--- config.mk ---
export PLATFORM = sky130hd
export DESIGN_NAME = adc_trigger_top
export DESIGN_NICKNAME = d
export VERILOG_FILES = /design/src/logic/trg_pkg.sv /design/src/logic/event_if.sv /design/src/logic/beat_if.sv /design/src/logic/adc_trigger_top.sv /design/src/logic/event_queue.sv /design/src/logic/trigger_window.sv /design/src/logic/sample_slicer.sv
export SDC_FILE = /design/constraint.sdc
export NUM_CORES = 1
export LEC_CHECK = 0
export BUFFER_PORTS_ARGS = -buffer_cell sky130_fd_sc_hd__buf_4
export CAP_MARGIN = 20
export CORE_AREA = 2 2 261 263
export CTS_CLUSTER_DIAMETER = 30
export CTS_CLUSTER_SIZE = 25
export DETAILED_ROUTE_END_ITERATION = 7
export DIE_AREA = 0 0 263 265
export PLACE_DENSITY_LB_ADDON = 0.05
export SYNTH_ARGS = -nofsm -noshare
export SYNTH_HDL_FRONTEND = slang
export SYNTH_HIERARCHICAL = 1
export SYNTH_SLANG_ARGS = --single-unit
export TNS_END_PERCENT = 5
--- constraint.sdc ---
create_clock -name aclk -period 26.9 [get_ports aclk]
set_clock_uncertainty 0.2 [all_clocks]
set_input_delay 4.035 -clock aclk [delete_from_list [all_inputs] [get_ports aclk]]
set_output_delay 4.035 -clock aclk [all_outputs]
set_load 0.05 [all_outputs]
--- src/logic/trg_pkg.sv ---
package trg_pkg;

    // converter resolution and stream layout
    localparam int ADC_BITS   = 12;
    localparam int LANE_COUNT = 8;
    localparam int TDATA_BITS = 128;
    localparam int LANE_BITS  = TDATA_BITS / LANE_COUNT;

    // event record field widths
    localparam int STAMP_BITS = 16;
    localparam int LEN_BITS   = 8;

    // one raw sample, or the baseline
    typedef logic signed [ADC_BITS-1:0] sample_t;

    // baseline corrected amplitude, one bit wider so the subtraction cannot wrap
    typedef logic signed [ADC_BITS:0] amp_t;

    typedef logic [STAMP_BITS-1:0] stamp_t;

    // window length in beats
    typedef logic [LEN_BITS-1:0] len_t;

    typedef logic [TDATA_BITS-1:0] tdata_t;

    // run control from the host side
    typedef enum logic [1:0]
    {
        EXEC_CALIB = 2'b00,
        EXEC_RUN   = 2'b11
    } exec_state_t;

    // acquisition window FSM
    typedef enum logic
    {
        WIN_IDLE = 1'b0,
        WIN_OPEN = 1'b1
    } win_state_t;

endpackage
--- src/logic/event_if.sv ---
interface event_if
    import trg_pkg::*;
();

    // single cycle strobe per closed window
    logic   rec_valid;
    stamp_t rec_start;
    len_t   rec_length;
    amp_t   rec_peak;
    // window hit the maximum length
    logic   rec_truncated;

    modport source
    (
        output rec_valid, rec_start, rec_length, rec_peak, rec_truncated
    );

    // no ready here, the queue drops what it cannot hold
    modport sink
    (
        input rec_valid, rec_start, rec_length, rec_peak, rec_truncated
    );

endinterface

--- src/logic/beat_if.sv ---
interface beat_if
    import trg_pkg::*;
();

    // some lane at or over threshold, only in run state
    logic   hit;
    // largest corrected lane amplitude of the beat
    amp_t   beat_peak;
    stamp_t beat_time;
    // low on the first cycle out of reset
    logic   beat_valid;

    modport source
    (
        output hit, beat_peak, beat_time, beat_valid
    );

    modport sink
    (
        input hit, beat_peak, beat_time, beat_valid
    );

endinterface

--- src/logic/adc_trigger_top.sv ---
module adc_trigger_top
    import trg_pkg::*;
#(
    parameter int THRESHOLD_PCT = 10,
    parameter int POST_LEN      = 8,
    parameter int ACQUI_LEN     = 32,
    parameter int CREDIT_INIT   = 2
)
(
    input  logic        aclk,
    input  logic        aresetn,
    input  exec_state_t exec_state,
    input  sample_t     baseline,
    input  stamp_t      current_time,
    input  tdata_t      s_axis_tdata,
    input  logic        evt_credit,
    output logic        evt_valid,
    output stamp_t      evt_start_time,
    output len_t        evt_length,
    output amp_t        evt_peak,
    output logic        evt_truncated,
    output logic [7:0]  drop_count,
    output logic        trigger_active
);

    beat_if  beat_bus ();
    event_if rec_bus ();

    // decode, one cycle
    sample_slicer #(
        .THRESHOLD_PCT (THRESHOLD_PCT)
    ) u_slicer (
        .aclk         (aclk),
        .aresetn      (aresetn),
        .exec_state   (exec_state),
        .baseline     (baseline),
        .current_time (current_time),
        .s_axis_tdata (s_axis_tdata),
        .beat         (beat_bus)
    );

    // window FSM, record one cycle after the closing beat
    trigger_window #(
        .POST_LEN  (POST_LEN),
        .ACQUI_LEN (ACQUI_LEN)
    ) u_window (
        .aclk           (aclk),
        .aresetn        (aresetn),
        .beat           (beat_bus),
        .rec            (rec_bus),
        .trigger_active (trigger_active)
    );

    // record FIFO with credit release
    event_queue #(
        .CREDIT_INIT (CREDIT_INIT)
    ) u_queue (
        .aclk           (aclk),
        .aresetn        (aresetn),
        .rec            (rec_bus),
        .evt_credit     (evt_credit),
        .evt_valid      (evt_valid),
        .evt_start_time (evt_start_time),
        .evt_length     (evt_length),
        .evt_peak       (evt_peak),
        .evt_truncated  (evt_truncated),
        .drop_count     (drop_count)
    );

endmodule

--- src/logic/event_queue.sv ---
module event_queue
    import trg_pkg::*;
#(
    parameter int CREDIT_INIT = 2
)
(
    input  logic       aclk,
    input  logic       aresetn,
    event_if.sink      rec,
    input  logic       evt_credit,
    output logic       evt_valid,
    output stamp_t     evt_start_time,
    output len_t       evt_length,
    output amp_t       evt_peak,
    output logic       evt_truncated,
    output logic [7:0] drop_count
);

    localparam int DEPTH    = 4;
    localparam int PTR_BITS = $clog2(DEPTH);

    stamp_t              fifo_start [DEPTH];
    len_t                fifo_len [DEPTH];
    amp_t                fifo_peak [DEPTH];
    logic [DEPTH-1:0]    fifo_trunc;
    logic [PTR_BITS-1:0] wr_ptr;
    logic [PTR_BITS-1:0] rd_ptr;
    logic [PTR_BITS:0]   fill;
    logic [7:0]          credits;
    logic                full;
    logic                push;
    logic                send;

    assign full = fill == (PTR_BITS + 1)'(DEPTH);
    assign push = rec.rec_valid && !full;
    // one record per credit, oldest first
    assign send = (fill != '0) && (credits != '0);

    always_ff @(posedge aclk)
    begin
        if (!aresetn)
        begin
            wr_ptr     <= '0;
            rd_ptr     <= '0;
            fill       <= '0;
            credits    <= 8'(CREDIT_INIT);
            drop_count <= '0;
            evt_valid  <= 1'b0;
        end
        else
        begin
            wr_ptr    <= wr_ptr + PTR_BITS'(push);
            rd_ptr    <= rd_ptr + PTR_BITS'(send);
            fill      <= fill + (PTR_BITS + 1)'(push) - (PTR_BITS + 1)'(send);
            // return and spend together cancel out
            credits   <= credits + 8'(evt_credit) - 8'(send);
            evt_valid <= send;
            if (rec.rec_valid && full && drop_count != 8'hff)
            begin
                drop_count <= drop_count + 8'd1;
            end
        end
    end

    always_ff @(posedge aclk)
    begin
        if (push)
        begin
            fifo_start[wr_ptr] <= rec.rec_start;
            fifo_len[wr_ptr]   <= rec.rec_length;
            fifo_peak[wr_ptr]  <= rec.rec_peak;
            fifo_trunc[wr_ptr] <= rec.rec_truncated;
        end
        if (send)
        begin
            evt_start_time <= fifo_start[rd_ptr];
            evt_length     <= fifo_len[rd_ptr];
            evt_peak       <= fifo_peak[rd_ptr];
            evt_truncated  <= fifo_trunc[rd_ptr];
        end
    end

endmodule

--- src/logic/trigger_window.sv ---
module trigger_window
    import trg_pkg::*;
#(
    parameter int POST_LEN  = 8,
    parameter int ACQUI_LEN = 32
)
(
    input  logic    aclk,
    input  logic    aresetn,
    beat_if.sink    beat,
    event_if.source rec,
    output logic    trigger_active
);

    localparam int QUIET_BITS = $clog2(POST_LEN + 1);

    win_state_t            state;
    logic [QUIET_BITS-1:0] quiet_cnt;
    len_t                  len_cnt;
    amp_t                  peak;
    stamp_t                start;
    len_t                  len_next;
    amp_t                  peak_next;
    logic                  quiet_done;
    logic                  len_done;

    // length and peak including the beat now presented
    always_comb
    begin
        len_next   = len_cnt + len_t'(1);
        peak_next  = (beat.hit && beat.beat_peak > peak) ? beat.beat_peak : peak;
        quiet_done = !beat.hit && (quiet_cnt == QUIET_BITS'(POST_LEN - 1));
        len_done   = len_next == len_t'(ACQUI_LEN);
    end

    always_ff @(posedge aclk)
    begin
        if (!aresetn)
        begin
            state         <= WIN_IDLE;
            quiet_cnt     <= '0;
            len_cnt       <= '0;
            rec.rec_valid <= 1'b0;
        end
        else
        begin
            rec.rec_valid <= 1'b0;
            if (beat.beat_valid)
            begin
                case (state)
                    WIN_IDLE:
                    begin
                        if (beat.hit)
                        begin
                            state     <= WIN_OPEN;
                            len_cnt   <= len_t'(1);
                            quiet_cnt <= '0;
                        end
                    end
                    WIN_OPEN:
                    begin
                        len_cnt   <= len_next;
                        quiet_cnt <= beat.hit ? '0 : quiet_cnt + 1'b1;
                        // natural end or forced end, next beat may reopen
                        if (quiet_done || len_done)
                        begin
                            state         <= WIN_IDLE;
                            rec.rec_valid <= 1'b1;
                        end
                    end
                endcase
            end
        end
    end

    // while idle, start and peak follow each beat until a hit opens the window
    always_ff @(posedge aclk)
    begin
        if (beat.beat_valid)
        begin
            if (state == WIN_IDLE)
            begin
                start <= beat.beat_time;
                peak  <= beat.beat_peak;
            end
            else
            begin
                peak              <= peak_next;
                rec.rec_start     <= start;
                rec.rec_length    <= len_next;
                rec.rec_peak      <= peak_next;
                // quiet close wins when both land on the same beat
                rec.rec_truncated <= len_done && !quiet_done;
            end
        end
    end

    assign trigger_active = (state == WIN_OPEN);

endmodule

--- src/logic/sample_slicer.sv ---
module sample_slicer
    import trg_pkg::*;
#(
    parameter int THRESHOLD_PCT = 10
)
(
    input  logic        aclk,
    input  logic        aresetn,
    input  exec_state_t exec_state,
    input  sample_t     baseline,
    input  stamp_t      current_time,
    input  tdata_t      s_axis_tdata,
    beat_if.source      beat
);

    // percent of positive full scale, integer division
    localparam int   FULL_SCALE = 2 ** (ADC_BITS - 1);
    localparam amp_t THRESHOLD  = amp_t'(FULL_SCALE * THRESHOLD_PCT / 100);

    sample_t               lane_sample [LANE_COUNT];
    amp_t                  lane_amp [LANE_COUNT];
    logic [LANE_COUNT-1:0] lane_over;
    amp_t                  peak_comb;
    logic                  hit_comb;

    // sample sits in the upper bits of each 16-bit lane
    always_comb
    begin
        peak_comb = '0;
        for (int i = 0; i < LANE_COUNT; i++)
        begin
            lane_sample[i] = s_axis_tdata[LANE_BITS*i + LANE_BITS - 1 -: ADC_BITS];
            lane_amp[i]    = amp_t'(lane_sample[i]) - amp_t'(baseline);
            lane_over[i]   = lane_amp[i] >= THRESHOLD;
            if (i == 0 || lane_amp[i] > peak_comb)
            begin
                peak_comb = lane_amp[i];
            end
        end
        // calibration keeps the trigger quiet
        hit_comb = (exec_state == EXEC_RUN) && (|lane_over);
    end

    always_ff @(posedge aclk)
    begin
        if (!aresetn)
        begin
            beat.hit        <= 1'b0;
            beat.beat_valid <= 1'b0;
        end
        else
        begin
            beat.hit        <= hit_comb;
            beat.beat_valid <= 1'b1;
        end
    end

    always_ff @(posedge aclk)
    begin
        beat.beat_peak <= peak_comb;
        beat.beat_time <= current_time;
    end

endmodule

# Word level (Yosys, flattened, before mapping)
# Memories as Yosys holds them, arrays and structs flattened. A register that Yosys moved wholly into a read port is not among the register bits.
# Cells that the tools add are included.
word_totals:
  regBits: 141
  wordCells: 114
  output_inout_bits: 48
  ramBits: 148
  inputBits: 161
  memories: 3
mem_list:
  columns: ["memory", "words", "width", "rd", "rd_ports_with_merged_regs", "wr", "line_no", "text"]
  rows:
  - ["u_queue.fifo_start", 4, 16, 1, 1, 1, "event_queue.sv:22", "stamp_t fifo_start [DEPTH];"]
  - ["u_queue.fifo_peak", 4, 13, 1, 1, 1, "event_queue.sv:24", "amp_t fifo_peak [DEPTH];"]
  - ["u_queue.fifo_len", 4, 8, 1, 1, 1, "event_queue.sv:23", "len_t fifo_len [DEPTH];"]
classes:
  mux: 26
  addsub: 17
  order_cmp: 19
  bitwise: 1
  n_reduce_logical: 20
  eq_ne: 6
op_table:
  columns: ["cell", "count"]
  rows:
  - ["13-bit 2-to-1 mux", 9]
  - ["13-bit by 9-bit greater-or-equal comparator with 1-bit output, second input constant", 8]
  - ["13-bit > comparator", 8]
  - ["12-bit by 12-bit subtractor with 13-bit output", 8]
  - ["8-bit by 1-bit adder with 8-bit output, second input constant", 2]
  - ["8-bit one-hot mux with 2 select lines", 1]
  - ["1-bit logical AND", 9]
  - ["8-bit by 1-bit adder with 8-bit output", 1]
  - ["8-bit by 6-bit equality test with 1-bit output, second input constant", 1]
  - ["1-bit 2-to-1 mux", 8]
  - ["4-bit 2-to-1 mux", 2]
  - ["8-bit 2-to-1 mux", 1]
  - ["8-bit inequality test, second input constant", 1]
  - ["4-bit one-hot mux with 2 select lines", 1]
  - ["8-bit nonzero test", 1]
  - ["8-bit OR reduction", 1]
  - ["8-bit by 1-bit subtractor with 8-bit output", 1]
  - ["2-bit by 3-bit less-than comparator with 1-bit output, second input constant", 2]
  - ["2-bit AND reduction", 3]
  - ["2-bit by 1-bit adder with 2-bit output", 2]
  - ["4-bit by 1-bit adder with 4-bit output, second input constant", 1]
  - ["4-bit bitwise mux", 1]
  - ["4-bit by 3-bit equality test with 1-bit output, second input constant", 1]
  - ["3-bit by 1-bit adder with 3-bit output", 1]
  - ["13 further kinds", 15]

# Depth between registers and ports, before layout
# Gate-level depths: netlist of run 1.
logic_depth:
  word_depth: 15
  depth_mapped: 98
  depth_no_buf: 87

# Modules after synthesis
# The synthesis of run 1 kept the hierarchy.
modules_own_cells:
  columns: ["mod", "seq_area_each_um2", "area_each_um2", "cells_each", "instances"]
  rows:
  - ["sample_slicer", 620.6, 9096.2, 1189, 1]
  - ["event_queue", 6185.9, 7988.9, 391, 1]
  - ["trigger_window", 2292.2, 4201.5, 371, 1]

# Worst setup path before layout of run 1
# No wires, ideal clock.
synth_path:
  path_type: "in2reg"
  startpoint: "in baseline[1]"
  endpoint: "reg u_slicer.beat.beat_peak[0]"
  path_stages: 91
  path_buffers: 10
  arrival_time_ns: 20.609
  setup_slack_ns: 5.970
  required_time_ns: 26.579
  cell_sequence: "inv_1 > ha_1 > nor2b_1 > o31a_1 > o21ai_0 > a211oi_1 > xnor2_1 > inv_1 > ha_1 > nand4_1 > or4b_2 > or3_1 > or3_4 > o211a_4 > buf_2 > mux2i_1 > ha_1 > nand3_1 > [... 55 more ...] > buf_6 > mux2i_1 > ha_1 > nor2b_1 > o21ai_0 > nand2b_1 > a21oi_1 > nor2b_1 > o21ai_0 > nand2b_1 > a21oi_1 > nor2b_1 > o21ai_0 > a32oi_1 > and3_1 > mux2i_4 > nand2_4 > mux2_4"
synth_via:
  elab_chain_cells: 15
  word_cells_on_any_way: 22
synth_rtl:
  columns: ["element", "line_no", "text"]
  rows:
  - ["from (decl)", "adc_trigger_top.sv:13", "input sample_t baseline,"]
  - ["12-bit by 12-bit subtractor with 13-bit output", "sample_slicer.sv:33", "lane_amp[i] = amp_t'(lane_sample[i]) - amp_t'(baseline);"]
  - ["13-bit > comparator", "sample_slicer.sv:35", "if (i == 0 || lane_amp[i] > peak_comb)"]
  - ["13-bit 2-to-1 mux", "sample_slicer.sv:35", null]
  - ["13-bit > comparator", "sample_slicer.sv:35", null]
  - ["13-bit 2-to-1 mux", "sample_slicer.sv:35", null]
  - ["13-bit > comparator", "sample_slicer.sv:35", null]
  - ["13-bit 2-to-1 mux", "sample_slicer.sv:35", null]
  - ["13-bit > comparator", "sample_slicer.sv:35", null]
  - ["13-bit 2-to-1 mux", "sample_slicer.sv:35", null]
  - ["13-bit > comparator", "sample_slicer.sv:35", null]
  - ["13-bit 2-to-1 mux", "sample_slicer.sv:35", null]
  - ["13-bit > comparator", "sample_slicer.sv:35", null]
  - ["13-bit 2-to-1 mux", "sample_slicer.sv:35", null]
  - ["13-bit > comparator", "sample_slicer.sv:35", null]
  - ["13-bit 2-to-1 mux *", "sample_slicer.sv:35", null]
  - ["via u_slicer.peak_comb[0]", "sample_slicer.sv:23", "amp_t peak_comb;"]
  - ["to (signal assigned)", "sample_slicer.sv:60", "beat.beat_peak <= peak_comb;"]
  - ["to (decl)", "beat_if.sv:15", "output hit, beat_peak, beat_time, beat_valid"]
# The timed path passes the listed nets; every way through them passes the cells marked *.
# A chain may end at the register's enable or synchronous reset.

# Worst setup path in the final report of run 1
layout_path:
  startpoint: "in baseline[4]"
  endpoint: "reg u_slicer.beat.beat_peak[0]"
# Same word-level chain as after synthesis.

==> flow_summary.rst, run 1 <==
.. list-table::
   :header-rows: 1

   * - Metric
     - Value
   * - Sum Neg Setup Slack
     - 0 ns
   * - Ys async rst share
     - 0
   * - Combined area of the multi-input logic cells
     - 0.0114 sq mm
   * - Max Root-Sink Buffers
     - 3
   * - Clock latency on the worst-skew pair
     - 0.59 ns
   * - Critical register-to-register path startpoint
     - u_window/peak[10]
   * - Capturing instance or port of the critical path
     - u_slicer/beat.beat_peak[0]
   * - Final hold slack
     - 0.178 ns
   * - Min-Delay Path Class
     - register to register
   * - Initial core utilization
     - 0.319
   * - Worst-path maximum fanout
     - 23
   * - Post-synth cell types
     - 117
   * - Post-CTS Setup Repair Bufs
     - 0
   * - Post-Synthesis Net Count
     - 2,307
   * - Combined area of all synthesized cells
     - 0.0213 sq mm
   * - Startpoint of the most critical setup path
     - baseline[4]
   * - Capturing point of the worst reg2reg path
     - u_window/rec.rec_peak[0]
   * - Chip Height
     - 265 um
   * - Sequential fraction of the synthesis area
     - 0.427
   * - Sum of routed wire length over all layers
     - 61.2 mm
   * - Crit path buf inv count
     - 4
   * - CTS tree
     - yes
   * - Starting DRC count in detailed routing
     - 1,069
   * - Proportion of netlist area held by the largest area contributor
     - 0.363
   * - CORE AREA
     - 0.0668 sq mm
   * - TritonRoute pass-1 iters
     - 5
   * - Run status
     - finished, final reports clean
   * - Slew HR
     - 0.343
   * - Number of antenna-violating nets in the routed design
     - 0
   * - Top Ports
     - 209
   * - Register Area
     - 0.00910 sq mm
   * - Number of placement rows
     - 95
   * - Most numerous cell on the critical path
     - sky130_fd_sc_hd__o21ai_0
   * - Total clock sinks
     - 326
   * - Top flip-flop cell by instance count after synthesis
     - sky130_fd_sc_hd__edfxtp_1
   * - Top Family by Delay on Critical Path
     - compound AO/OA/AOI/OAI gates
   * - Overflow left after global routing
     - 0
   * - Warnings, synthesis
     - 6
   * - Max-capacitance violation count
     - 0
   * - Cell depth of the worst min-delay path
     - 0
   * - Number of nets in the final layout
     - 2,522
   * - Time the final worst path needs with I/O delays and setup
     - 24.11 ns
   * - Horizontal die dimension
     - 263 um
   * - Mean instance size in the synthesized netlist
     - 10.9 sq um
   * - Initial antenna violation count
     - 3
   * - Worst setup slack before clock tree synthesis
     - 2.08 ns
   * - Launching element type of the critical path
     - input port
   * - Yosys reg bits
     - 326
   * - Number of cells in the design after placement
     - 2,963
   * - DR vias
     - 16,000
   * - Routability-driven placement congestion ratio
     - 0.831
   * - Instance count of the mapped netlist
     - 1,951
   * - RSZ-0062 raised after global routing
     - false
   * - Global-route wire length before repair
     - 94.6 mm
   * - Hold Violations, Final
     - 0
   * - Worst setup margin
     - 2.79 ns
   * - Root Buffer
     - sky130_fd_sc_hd__clkbuf_16
   * - Via count of the first global-routing pass
     - 16,300
   * - Final slew viol count
     - 0
   * - Tot GR Track Use
     - 0.175
   * - H-tree Lvls
     - 3
   * - Dominant cell by count in the synthesized netlist
     - sky130_fd_sc_hd__edfxtp_1
   * - Post-route DRC violation count
     - 0
   * - HPWL reported at the end of detailed placement
     - 45.2 mm
   * - Cell type with the highest aggregate area in the netlist
     - sky130_fd_sc_hd__edfxtp_1
   * - Peak clock frequency supported by timing
     - 41.5 MHz
   * - Clock transition time at the flip-flop clock pins of the worst setup and hold paths
     - 0.04 ns
   * - Die Area
     - 0.0697 sq mm
   * - Worst Reg2Reg Path Length in Cells
     - 8
   * - Drt via density
     - 5.17
   * - Post-route insts no fill
     - 3,100
   * - Critical path arrival
     - 24.34 ns
   * - Crit-path slowest cell
     - sky130_fd_sc_hd__nand3_1
   * - Number of setup violations in the final report
     - 0
   * - Kind of capture point of the worst setup path
     - register
   * - Routed WL per cell
     - 19.7 um
   * - Ratio of cells with drive above 1 in the final layout
     - 0.191
   * - Dominant cells by area after synthesis
     - sky130_fd_sc_hd__edfxtp_1 36%, sky130_fd_sc_hd__ha_1 11%, sky130_fd_sc_hd__dfxtp_1 6.5%
   * - Critical path required time
     - 27.14 ns
   * - Critical path start-end classification
     - input port to register
   * - Number of I/O port buffers
     - 176
   * - Number of buffers created by CTS
     - 73
   * - Fill cell count
     - 6,469
   * - Hold buffer count at cts
     - 0
   * - Cell count along the critical path
     - 85
   * - Post-route clock period utilization
     - 0.896
   * - Maximum cell stage delay along the critical path
     - 0.71 ns
   * - Worst reg2reg setup slack
     - 23.78 ns
   * - Worst-margin pin slew
     - 0.983 ns
   * - Number of enable-type register cells in the synthesized netlist
     - 257
   * - Synth top cells by count
     - 257 x sky130_fd_sc_hd__edfxtp_1, 185 x sky130_fd_sc_hd__ha_1, 153 x sky130_fd_sc_hd__nand2_1
   * - Post-cts gate resize count
     - 0
   * - P&R area growth vs syn
     - 22.5%
   * - Largest net degree at the start of global routing
     - 53
[per-layer routing]
metal	track usage	part of all wire	up-vias
met5	0	0.00049	-
met4	0.0513	0.020	4
met3	0.0250	0.040	86
met2	0.280	0.45	342
met1	0.246	0.49	7720
li1	-	-	7887
[worst min-delay path by stage]
stage	to	startpoint	slack [ns]
6_report	u_window/start[7]	u_slicer/beat.beat_time[7]	0.18
5_1_grt	u_window/start[7]	u_slicer/beat.beat_time[7]	0.19
4_1_cts	u_window/start[7]	u_slicer/beat.beat_time[7]	0.18
3_5_place_dp	u_window/start[12]	u_slicer/beat.beat_time[12]	0.19
3_3_place_gp	u_window/start[13]	u_slicer/beat.beat_time[13]	0.19
2_1_floorplan	u_window/start[0]	u_slicer/beat.beat_time[0]	0.19
[cell usage in the layout, fill, tap and decap left out, types with 42 or more instances in the layout]
cell type	netlist	routed
sky130_fd_sc_hd__a21oi_1	121	121
sky130_fd_sc_hd__buf_4	4	196
sky130_fd_sc_hd__clkbuf_16	0	73
sky130_fd_sc_hd__dfxtp_1	69	67
sky130_fd_sc_hd__edfxtp_1	257	257
sky130_fd_sc_hd__ha_1	185	185
sky130_fd_sc_hd__inv_1	143	141
sky130_fd_sc_hd__mux2i_1	42	42
sky130_fd_sc_hd__nand2_1	153	153
sky130_fd_sc_hd__nor2_1	111	108
sky130_fd_sc_hd__o21ai_0	79	79
sky130_fd_sc_hd__xnor2_1	75	75
[cell families after synthesis]
kind of cell	after synthesis	synth area share
AO/OA/AOI/OAI	518	0.177
XOR/XNOR	115	0.0483
adder cells (fa/ha/maj)	202	0.122
buffers and inverters	201	0.0391
flip-flops	326	0.427
multiplexers	94	0.0695
AND/OR/NAND/NOR	495	0.117
[worst reg2reg max path, cell delays in order (launching register included)]
cell and delay, ns:
sky130_fd_sc_hd__edfxtp_1 0.40, sky130_fd_sc_hd__inv_1 0.16, sky130_fd_sc_hd__ha_1 0.29, sky130_fd_sc_hd__a21o_1 0.19, sky130_fd_sc_hd__a21oi_1 0.26, sky130_fd_sc_hd__o221ai_4 0.14
sky130_fd_sc_hd__nor2_2 0.56, sky130_fd_sc_hd__buf_4 0.36, sky130_fd_sc_hd__o311ai_0 0.25
[through the flow]
stage | util | instance area, sq um
detailed placement | 0.353 | 23600
finish | 0.390 | 26100
global placement | 0.353 | 23600
CTS | 0.390 | 26100
floorplan | - | 21300
global route | 0.390 | 26100
[state kept, by name (all words and copies together), names as in the netlist, 3 cells and up]
register / cells
u_queue/evt_start_time: 16
u_queue/credits: 8
u_queue/drop_count: 8
u_window/rec.rec_peak: 13
u_queue/fifo_len: 32
u_queue/fill: 3
u_window/quiet_cnt: 4
u_queue/fifo_trunc: 4
u_queue/evt_length: 8
u_window/rec.rec_length: 8
u_window/len_cnt: 8
u_slicer/beat.beat_time: 16
u_queue/fifo_peak: 52
u_queue/fifo_start: 64
u_window/rec.rec_start: 16
u_slicer/beat.beat_peak: 13
u_window/peak: 13
u_queue/evt_peak: 13
u_window/start: 16
[area by class of cell]
class | count | share of cell area
Sequential cell | 326 | 0.349
Clock buffer | 102 | 0.0781
Inverter | 144 | 0.0207
Tap cell | 873 | 0.0419
Timing Repair Buffer | 197 | 0.0575
Antenna cell | 1 | 0.0000960
Multi-Input combinational cell | 1424 | 0.437
Clock inverter | 33 | 0.0160
Power of run 1 is not shown: default switching activity piles up to over one toggle a cycle in this logic, so the estimate is an artifact.
==> inputs of run 2 (changes only) <==
Settings changed: CELL_PAD_IN_SITES_DETAIL_PLACEMENT set to 1, CELL_PAD_IN_SITES_GLOBAL_PLACEMENT set to 1.
==> run 2 against run 1 <==
Against the previous run: clock-buffer cell count fell by 37; sequential share of layout area increased by 0.54 points; hold slack gained 0.025 ns; maximum frequency fell by 0.22%; highest routed layer unchanged.
==> flow_summary.rst, run 2 (synthesis results as in run 1) <==
.. list-table::
   :header-rows: 1

   * - Metric
     - Value
   * - Run status
     - finished, final reports clean
   * - DR vias
     - 16,100 (+0.37%)
   * - Root Buffer
     - sky130_fd_sc_hd__clkbuf_16
   * - Largest register FFs
     - 64 (unchanged)
   * - Overflow left after global routing
     - 0 (unchanged)
   * - Die Area
     - 0.0697 sq mm (unchanged)
   * - Initial antenna violation count
     - 1 (-2)
   * - Global routing usage on met3
     - 0.0186 (-0.00641)
   * - Number of antenna-violating nets in the routed design
     - 0 (unchanged)
   * - GR met1 Demand/Resource
     - 0.226 (-0.0198)
   * - Sum of routed wire length over all layers
     - 62.3 mm (+1.8%)
   * - Largest net degree at the start of global routing
     - 53 (unchanged)
   * - Hold Violations, Final
     - 0 (unchanged)
   * - Worst Reg2Reg Path Length in Cells
     - 8 (unchanged)
   * - Clock transition time at the flip-flop clock pins of the worst setup and hold paths
     - 0.05 ns (about the same)
   * - Clock latency on the worst-skew pair
     - 0.59 ns (about the same)
   * - Number of setup violations in the final report
     - 0 (unchanged)
   * - Total clock sinks
     - 326 (unchanged)
   * - Crit-path slowest cell
     - sky130_fd_sc_hd__nand3_1
   * - Number of buffers created by CTS
     - 59 (-19%)
   * - Worst-margin pin slew
     - 1.03 ns (+0.0500 ns)
   * - HPWL reported at the end of detailed placement
     - 47.0 mm (+3.9%)
   * - Slew HR
     - 0.310 (-0.0334)
   * - Final hold slack
     - 0.203 ns (+0.0252 ns)
   * - Top Ports
     - 209 (unchanged)
   * - Busiest layer in global routing
     - met2
   * - Final slew viol count
     - 0 (unchanged)
   * - Most frequent cells in the layout
     - 257 x sky130_fd_sc_hd__edfxtp_1, 196 x sky130_fd_sc_hd__buf_4, 185 x sky130_fd_sc_hd__ha_1
   * - Post-cts gate resize count
     - 0 (unchanged)
   * - Chip Height
     - 265 um (unchanged)
   * - Min-Delay Path Class
     - register to register
   * - Cell depth of the worst min-delay path
     - 0 (unchanged)
   * - RSZ-0062 raised after global routing
     - false
   * - Hold buffer count at cts
     - 0 (unchanged)
   * - Routed WL per cell
     - 20.3 um (+2.6%)
   * - Post-route DRC violation count
     - 0 (unchanged)
   * - Worst reg2reg setup slack
     - 23.76 ns (-0.02 ns)
   * - Kind of capture point of the worst setup path
     - register
   * - Top register by number of flip-flops
     - u_queue/fifo_start
   * - TritonRoute pass-1 iters
     - 4 (-1)
   * - Drt via density
     - 5.23 (+1.2%)
   * - Post-route clock period utilization
     - 0.898 (+0.00197)
   * - Starting DRC count in detailed routing
     - 561 (-48%)
   * - Antenna Cells
     - 0 (-1)
   * - Tot GR Track Use
     - 0.177 (+0.00211)
   * - Maximum cell stage delay along the critical path
     - 0.75 ns (+0.04 ns)
   * - Most numerous cell on the critical path
     - sky130_fd_sc_hd__o21ai_0
   * - Sum Neg Setup Slack
     - 0 ns (unchanged)
   * - Critical path start-end classification
     - input port to register
   * - Ratio of cells with drive above 1 in the final layout
     - 0.191 (-0.000276)
   * - Critical path arrival
     - 24.42 ns (+0.08 ns)
   * - Routability-driven placement congestion ratio
     - 0.798 (-4.0%)
   * - CORE AREA
     - 0.0668 sq mm (unchanged)
   * - Global-route track usage on met2
     - 0.320 (+0.0397)
   * - Post-CTS Setup Repair Bufs
     - 0 (unchanged)
   * - Max Root-Sink Buffers
     - 3 (unchanged)
   * - Peak clock frequency supported by timing
     - 41.4 MHz (-0.22%)
   * - Capturing point of the worst reg2reg path
     - u_window/rec.rec_peak[0]
   * - Via count of the first global-routing pass
     - 16,900 (+3.9%)
   * - Number of placement rows
     - 95 (unchanged)
   * - H-tree Lvls
     - 2 (-1)
   * - Initial core utilization
     - 0.319 (unchanged)
   * - Worst-path maximum fanout
     - 23 (unchanged)
   * - Critical register-to-register path startpoint
     - u_window/peak[10]
   * - Number of nets in the final layout
     - 2,508 (-0.56%)
   * - Biggest registers after layout
     - u_queue/fifo_start: 64 flops, u_queue/fifo_peak: 52 flops, u_queue/fifo_len: 32 flops
   * - Max-capacitance violation count
     - 0 (unchanged)
   * - Horizontal die dimension
     - 263 um (unchanged)
   * - Endpoint, Worst Hold
     - u_window/start[12]
   * - Launch point of the worst hold path
     - u_slicer/beat.beat_time[12]
   * - CTS tree
     - yes
   * - Launching element type of the critical path
     - input port
   * - Critical path required time
     - 27.16 ns (+0.02 ns)
   * - P&R area growth vs syn
     - 20.7%
   * - Number of I/O port buffers
     - 176 (unchanged)
   * - Most common cell after layout, fill and taps aside
     - sky130_fd_sc_hd__edfxtp_1
   * - Time the final worst path needs with I/O delays and setup
     - 24.16 ns (+0.0530 ns)
   * - Global-route wire length before repair
     - 97.5 mm (+3.0%)
## run 2: area by class of cell
type                    count  area [sq um]
multi-input cells        1424         11400
flip-flops and latches    326          9100
clock buffers              65          1520
inverters                 144           541
well taps                 873          1090
repair buffers            197          1490
fillers                  7298         41100
clock inverters            47           551
## run 2: how the worst max path moves through the flow
stage | start | end | slack, ns | cells after the start
after floorplan | baseline[1] | u_slicer/beat.beat_peak[0] | 5.97 | 91
after global placement | baseline[1] | u_slicer/beat.beat_peak[12] | 1.90 | 83
after detailed placement | baseline[1] | u_slicer/beat.beat_peak[12] | 1.81 | 83
after CTS | baseline[1] | u_slicer/beat.beat_peak[12] | 2.32 | 83
after global routing | baseline[5] | u_slicer/beat.beat_peak[12] | 1.01 | 80
final | baseline[5] | u_slicer/beat.beat_peak[12] | 2.74 | 81
## run 2: routing by layer
metal | vias to the layer above | routed length (um)
met5 | - | 10
met4 | 2 | 1310
met3 | 77 | 1590
met2 | 243 | 30900
met1 | 7950 | 28500
li1 | 7827 | -
## run 2: stage by stage
step           cells  area (sq um)  worst slack [ns]  utilization
2_1_floorplan   1951         21300              5.97            -
3_3_place_gp    2963         23600              1.90        0.353
3_5_place_dp    2963         23600              1.81        0.353
4_1_cts         3075         25700              2.32        0.384
5_1_grt         3076         25700              1.01        0.385
6_report        3076         25700              2.74        0.385
## run 2: worst max-delay path, delay by kind of cell
| family | cells | cell delay [ns] |
|---|---|---|
| AND/OR/NAND/NOR | 21 | 4.22 |
| multiplexers | 4 | 1.56 |
| adder cells (fa/ha/maj) | 9 | 3.18 |
| AO/OA/AOI/OAI | 42 | 10.19 |
| XOR/XNOR | 1 | 0.20 |
| buffers and inverters | 4 | 0.98 |
Power of run 2 is left out for the same reason.
==> inputs of run 3 (changes only) <==
Settings changed: REMOVE_ABC_BUFFERS set to 1.
==> run 3 against run 2 <==
Against the previous run: die area is the same; critical path type unchanged; maximum frequency grew 0.17%; setup slack gained 0.041 ns; highest routed layer unchanged; first-iteration DRC count shrank 4.3%; sequential cell count is the same; core utilization is essentially flat; critical path depth grew 3; hold slack lost 0.0014 ns; register-to-register slack is essentially flat.
==> flow_summary.rst, run 3 (synthesis results as in run 1) <==
.. list-table::
   :header-rows: 1

   * - Metric
     - Value
   * - TritonRoute pass-1 iters
     - 5 (+1)
   * - Peak clock frequency supported by timing
     - 41.5 MHz (+0.17%)
   * - Worst-path maximum fanout
     - 23 (unchanged)
   * - Ratio of cells with drive above 1 in the final layout
     - 0.189 (-0.00162)
   * - Fill cell count
     - 7,332 (+0.47%)
   * - Largest net degree at the start of global routing
     - 53 (unchanged)
   * - CTS tree
     - yes
   * - P&R area growth vs syn
     - 20.8%
   * - Initial core utilization
     - 0.319 (unchanged)
   * - Slew HR
     - 0.336 (+0.0264)
   * - Initial antenna violation count
     - 1 (unchanged)
   * - HPWL reported at the end of detailed placement
     - 47.2 mm (+0.38%)
   * - Die Area
     - 0.0697 sq mm (unchanged)
   * - Number of I/O port buffers
     - 176 (unchanged)
   * - Sum Neg Setup Slack
     - 0 ns (unchanged)
   * - Chip Height
     - 265 um (unchanged)
   * - Number of nets in the final layout
     - 2,510 (+0.080%)
   * - Post-route clock period utilization
     - 0.897 (-0.00151)
   * - Sum of routed wire length over all layers
     - 63.5 mm (+2.0%)
   * - Biggest registers after layout
     - u_queue/fifo_start: 64 flops, u_queue/fifo_peak: 52 flops, u_queue/fifo_len: 32 flops
   * - Post-cts gate resize count
     - 0 (unchanged)
   * - Global-route wire length before repair
     - 99.5 mm (+2.1%)
   * - Clock transition time at the flip-flop clock pins of the worst setup and hold paths
     - 0.06 ns (about the same)
   * - Final slew viol count
     - 0 (unchanged)
   * - Most common cell after layout, fill and taps aside
     - sky130_fd_sc_hd__edfxtp_1
   * - Routability-driven placement congestion ratio
     - 0.819 (+2.6%)
   * - H-tree Lvls
     - 2 (unchanged)
   * - Post-route DRC violation count
     - 0 (unchanged)
   * - Max Root-Sink Buffers
     - 3 (unchanged)
   * - Number of buffers created by CTS
     - 60 (+1.7%)
   * - Time the final worst path needs with I/O delays and setup
     - 24.12 ns (-0.0406 ns)
   * - Top register by number of flip-flops
     - u_queue/fifo_start
   * - Number of antenna-violating nets in the routed design
     - 0 (unchanged)
   * - Worst-margin pin slew
     - 0.993 ns (-0.0395 ns)
   * - Antenna Cells
     - 0 (unchanged)
   * - Min-Delay Path Class
     - register to register
   * - Critical path arrival
     - 24.39 ns (-0.03 ns)
   * - Largest register FFs
     - 64 (unchanged)
   * - Overflow left after global routing
     - 0 (unchanged)
   * - Number of setup violations in the final report
     - 0 (unchanged)
   * - Clock latency on the worst-skew pair
     - 0.59 ns (about the same)
   * - Post-CTS Setup Repair Bufs
     - 0 (unchanged)
   * - Critical path start-end classification
     - input port to register
   * - Routed WL per cell
     - 20.6 um (+1.9%)
   * - Hold buffer count at cts
     - 0 (unchanged)
   * - Drt via density
     - 5.20 (-0.64%)
   * - Starting DRC count in detailed routing
     - 537 (-4.3%)
   * - Max-capacitance violation count
     - 0 (unchanged)
   * - Horizontal die dimension
     - 263 um (unchanged)
   * - Top Ports
     - 209 (unchanged)
   * - Tot GR Track Use
     - 0.183 (+0.00522)
   * - Run status
     - finished, final reports clean
   * - Launching element type of the critical path
     - input port
   * - Maximum cell stage delay along the critical path
     - 0.73 ns (-0.02 ns)
   * - DR vias
     - 16,000 (-0.55%)
   * - Via count of the first global-routing pass
     - 17,100 (+1.4%)
   * - Root Buffer
     - sky130_fd_sc_hd__clkbuf_16
   * - Number of placement rows
     - 95 (unchanged)
   * - CORE AREA
     - 0.0668 sq mm (unchanged)
   * - Most frequent cells in the layout
     - 257 x sky130_fd_sc_hd__edfxtp_1, 198 x sky130_fd_sc_hd__buf_4, 185 x sky130_fd_sc_hd__ha_1
   * - Critical path required time
     - 27.17 ns (about the same)
   * - Most numerous cell on the critical path
     - sky130_fd_sc_hd__o21ai_0
   * - Total clock sinks
     - 326 (unchanged)
   * - Hold Violations, Final
     - 0 (unchanged)
   * - RSZ-0062 raised after global routing
     - false
   * - Crit-path slowest cell
     - sky130_fd_sc_hd__nand3_1
   * - Kind of capture point of the worst setup path
     - register
## run 3: cell count changes in the layout (fill, tap and decap cells not counted), sizes merged
cell / before / now
inv: 156 / 159
clkinv: 25 / 17
clkbuf: 65 / 66
buf: 197 / 198
bufinv: 5 / 7
clkinvlp: 5 / 9
## run 3: path summary, 6_finish.rpt
check	from	endpoint	slack (ns)	cells past startpoint
min reg2reg	u_slicer/beat.beat_time[12]	u_window/start[12]	0.20	0
max	baseline[2]	u_slicer/beat.beat_peak[7]	2.78	84
min	u_slicer/beat.beat_time[12]	u_window/start[12]	0.20	0
max reg2reg	u_queue/credits[4]	u_queue/fill[2]	23.75	13
## run 3: critical path, delay by kind of cell
family / cells / cell delay (ns)
AND/OR/NAND/NOR: 22 / 4.06
buffers and inverters: 4 / 0.77
adder cells (fa/ha/maj): 9 / 3.21
XOR/XNOR: 1 / 0.44
multiplexers: 5 / 1.85
AO/OA/AOI/OAI: 43 / 9.98
## run 3: per-stage QoR
| step | cell area (sq um) | hold slack, ns | setup slack, ns | instances | util |
|---|---|---|---|---|---|
| finish | 25700 | 0.201 | 2.78 | 3079 | 0.385 |
| global route | 25700 | 0.207 | 0.936 | 3079 | 0.385 |
| CTS | 25700 | 0.202 | 2.60 | 3079 | 0.385 |
| detailed placement | 23600 | 0.190 | 2.01 | 2965 | 0.353 |
| global placement | 23600 | 0.191 | 2.28 | 2965 | 0.353 |
| floorplan | 21000 | 0.186 | 6.12 | 1894 | - |
## run 3: final cells by class
type | count | area, sq um | area share
Clock inverter | 48 | 561 | 0.0218
Clock buffer | 66 | 1550 | 0.0601
Tap cell | 873 | 1090 | 0.0425
Sequential cell | 326 | 9100 | 0.354
Multi-Input combinational cell | 1424 | 11400 | 0.443
Inverter | 144 | 541 | 0.0210
Timing Repair Buffer | 198 | 1490 | 0.0578
## run 3: layer usage
layer,up-vias,part of all wire,GRT usage
met2,212,0.51,0.339
met5,-,0.00020,0
met1,7895,0.45,0.227
met3,60,0.022,0.0173
li1,7842,-,-
met4,2,0.018,0.0451
Power of run 3 is left out for the same reason.
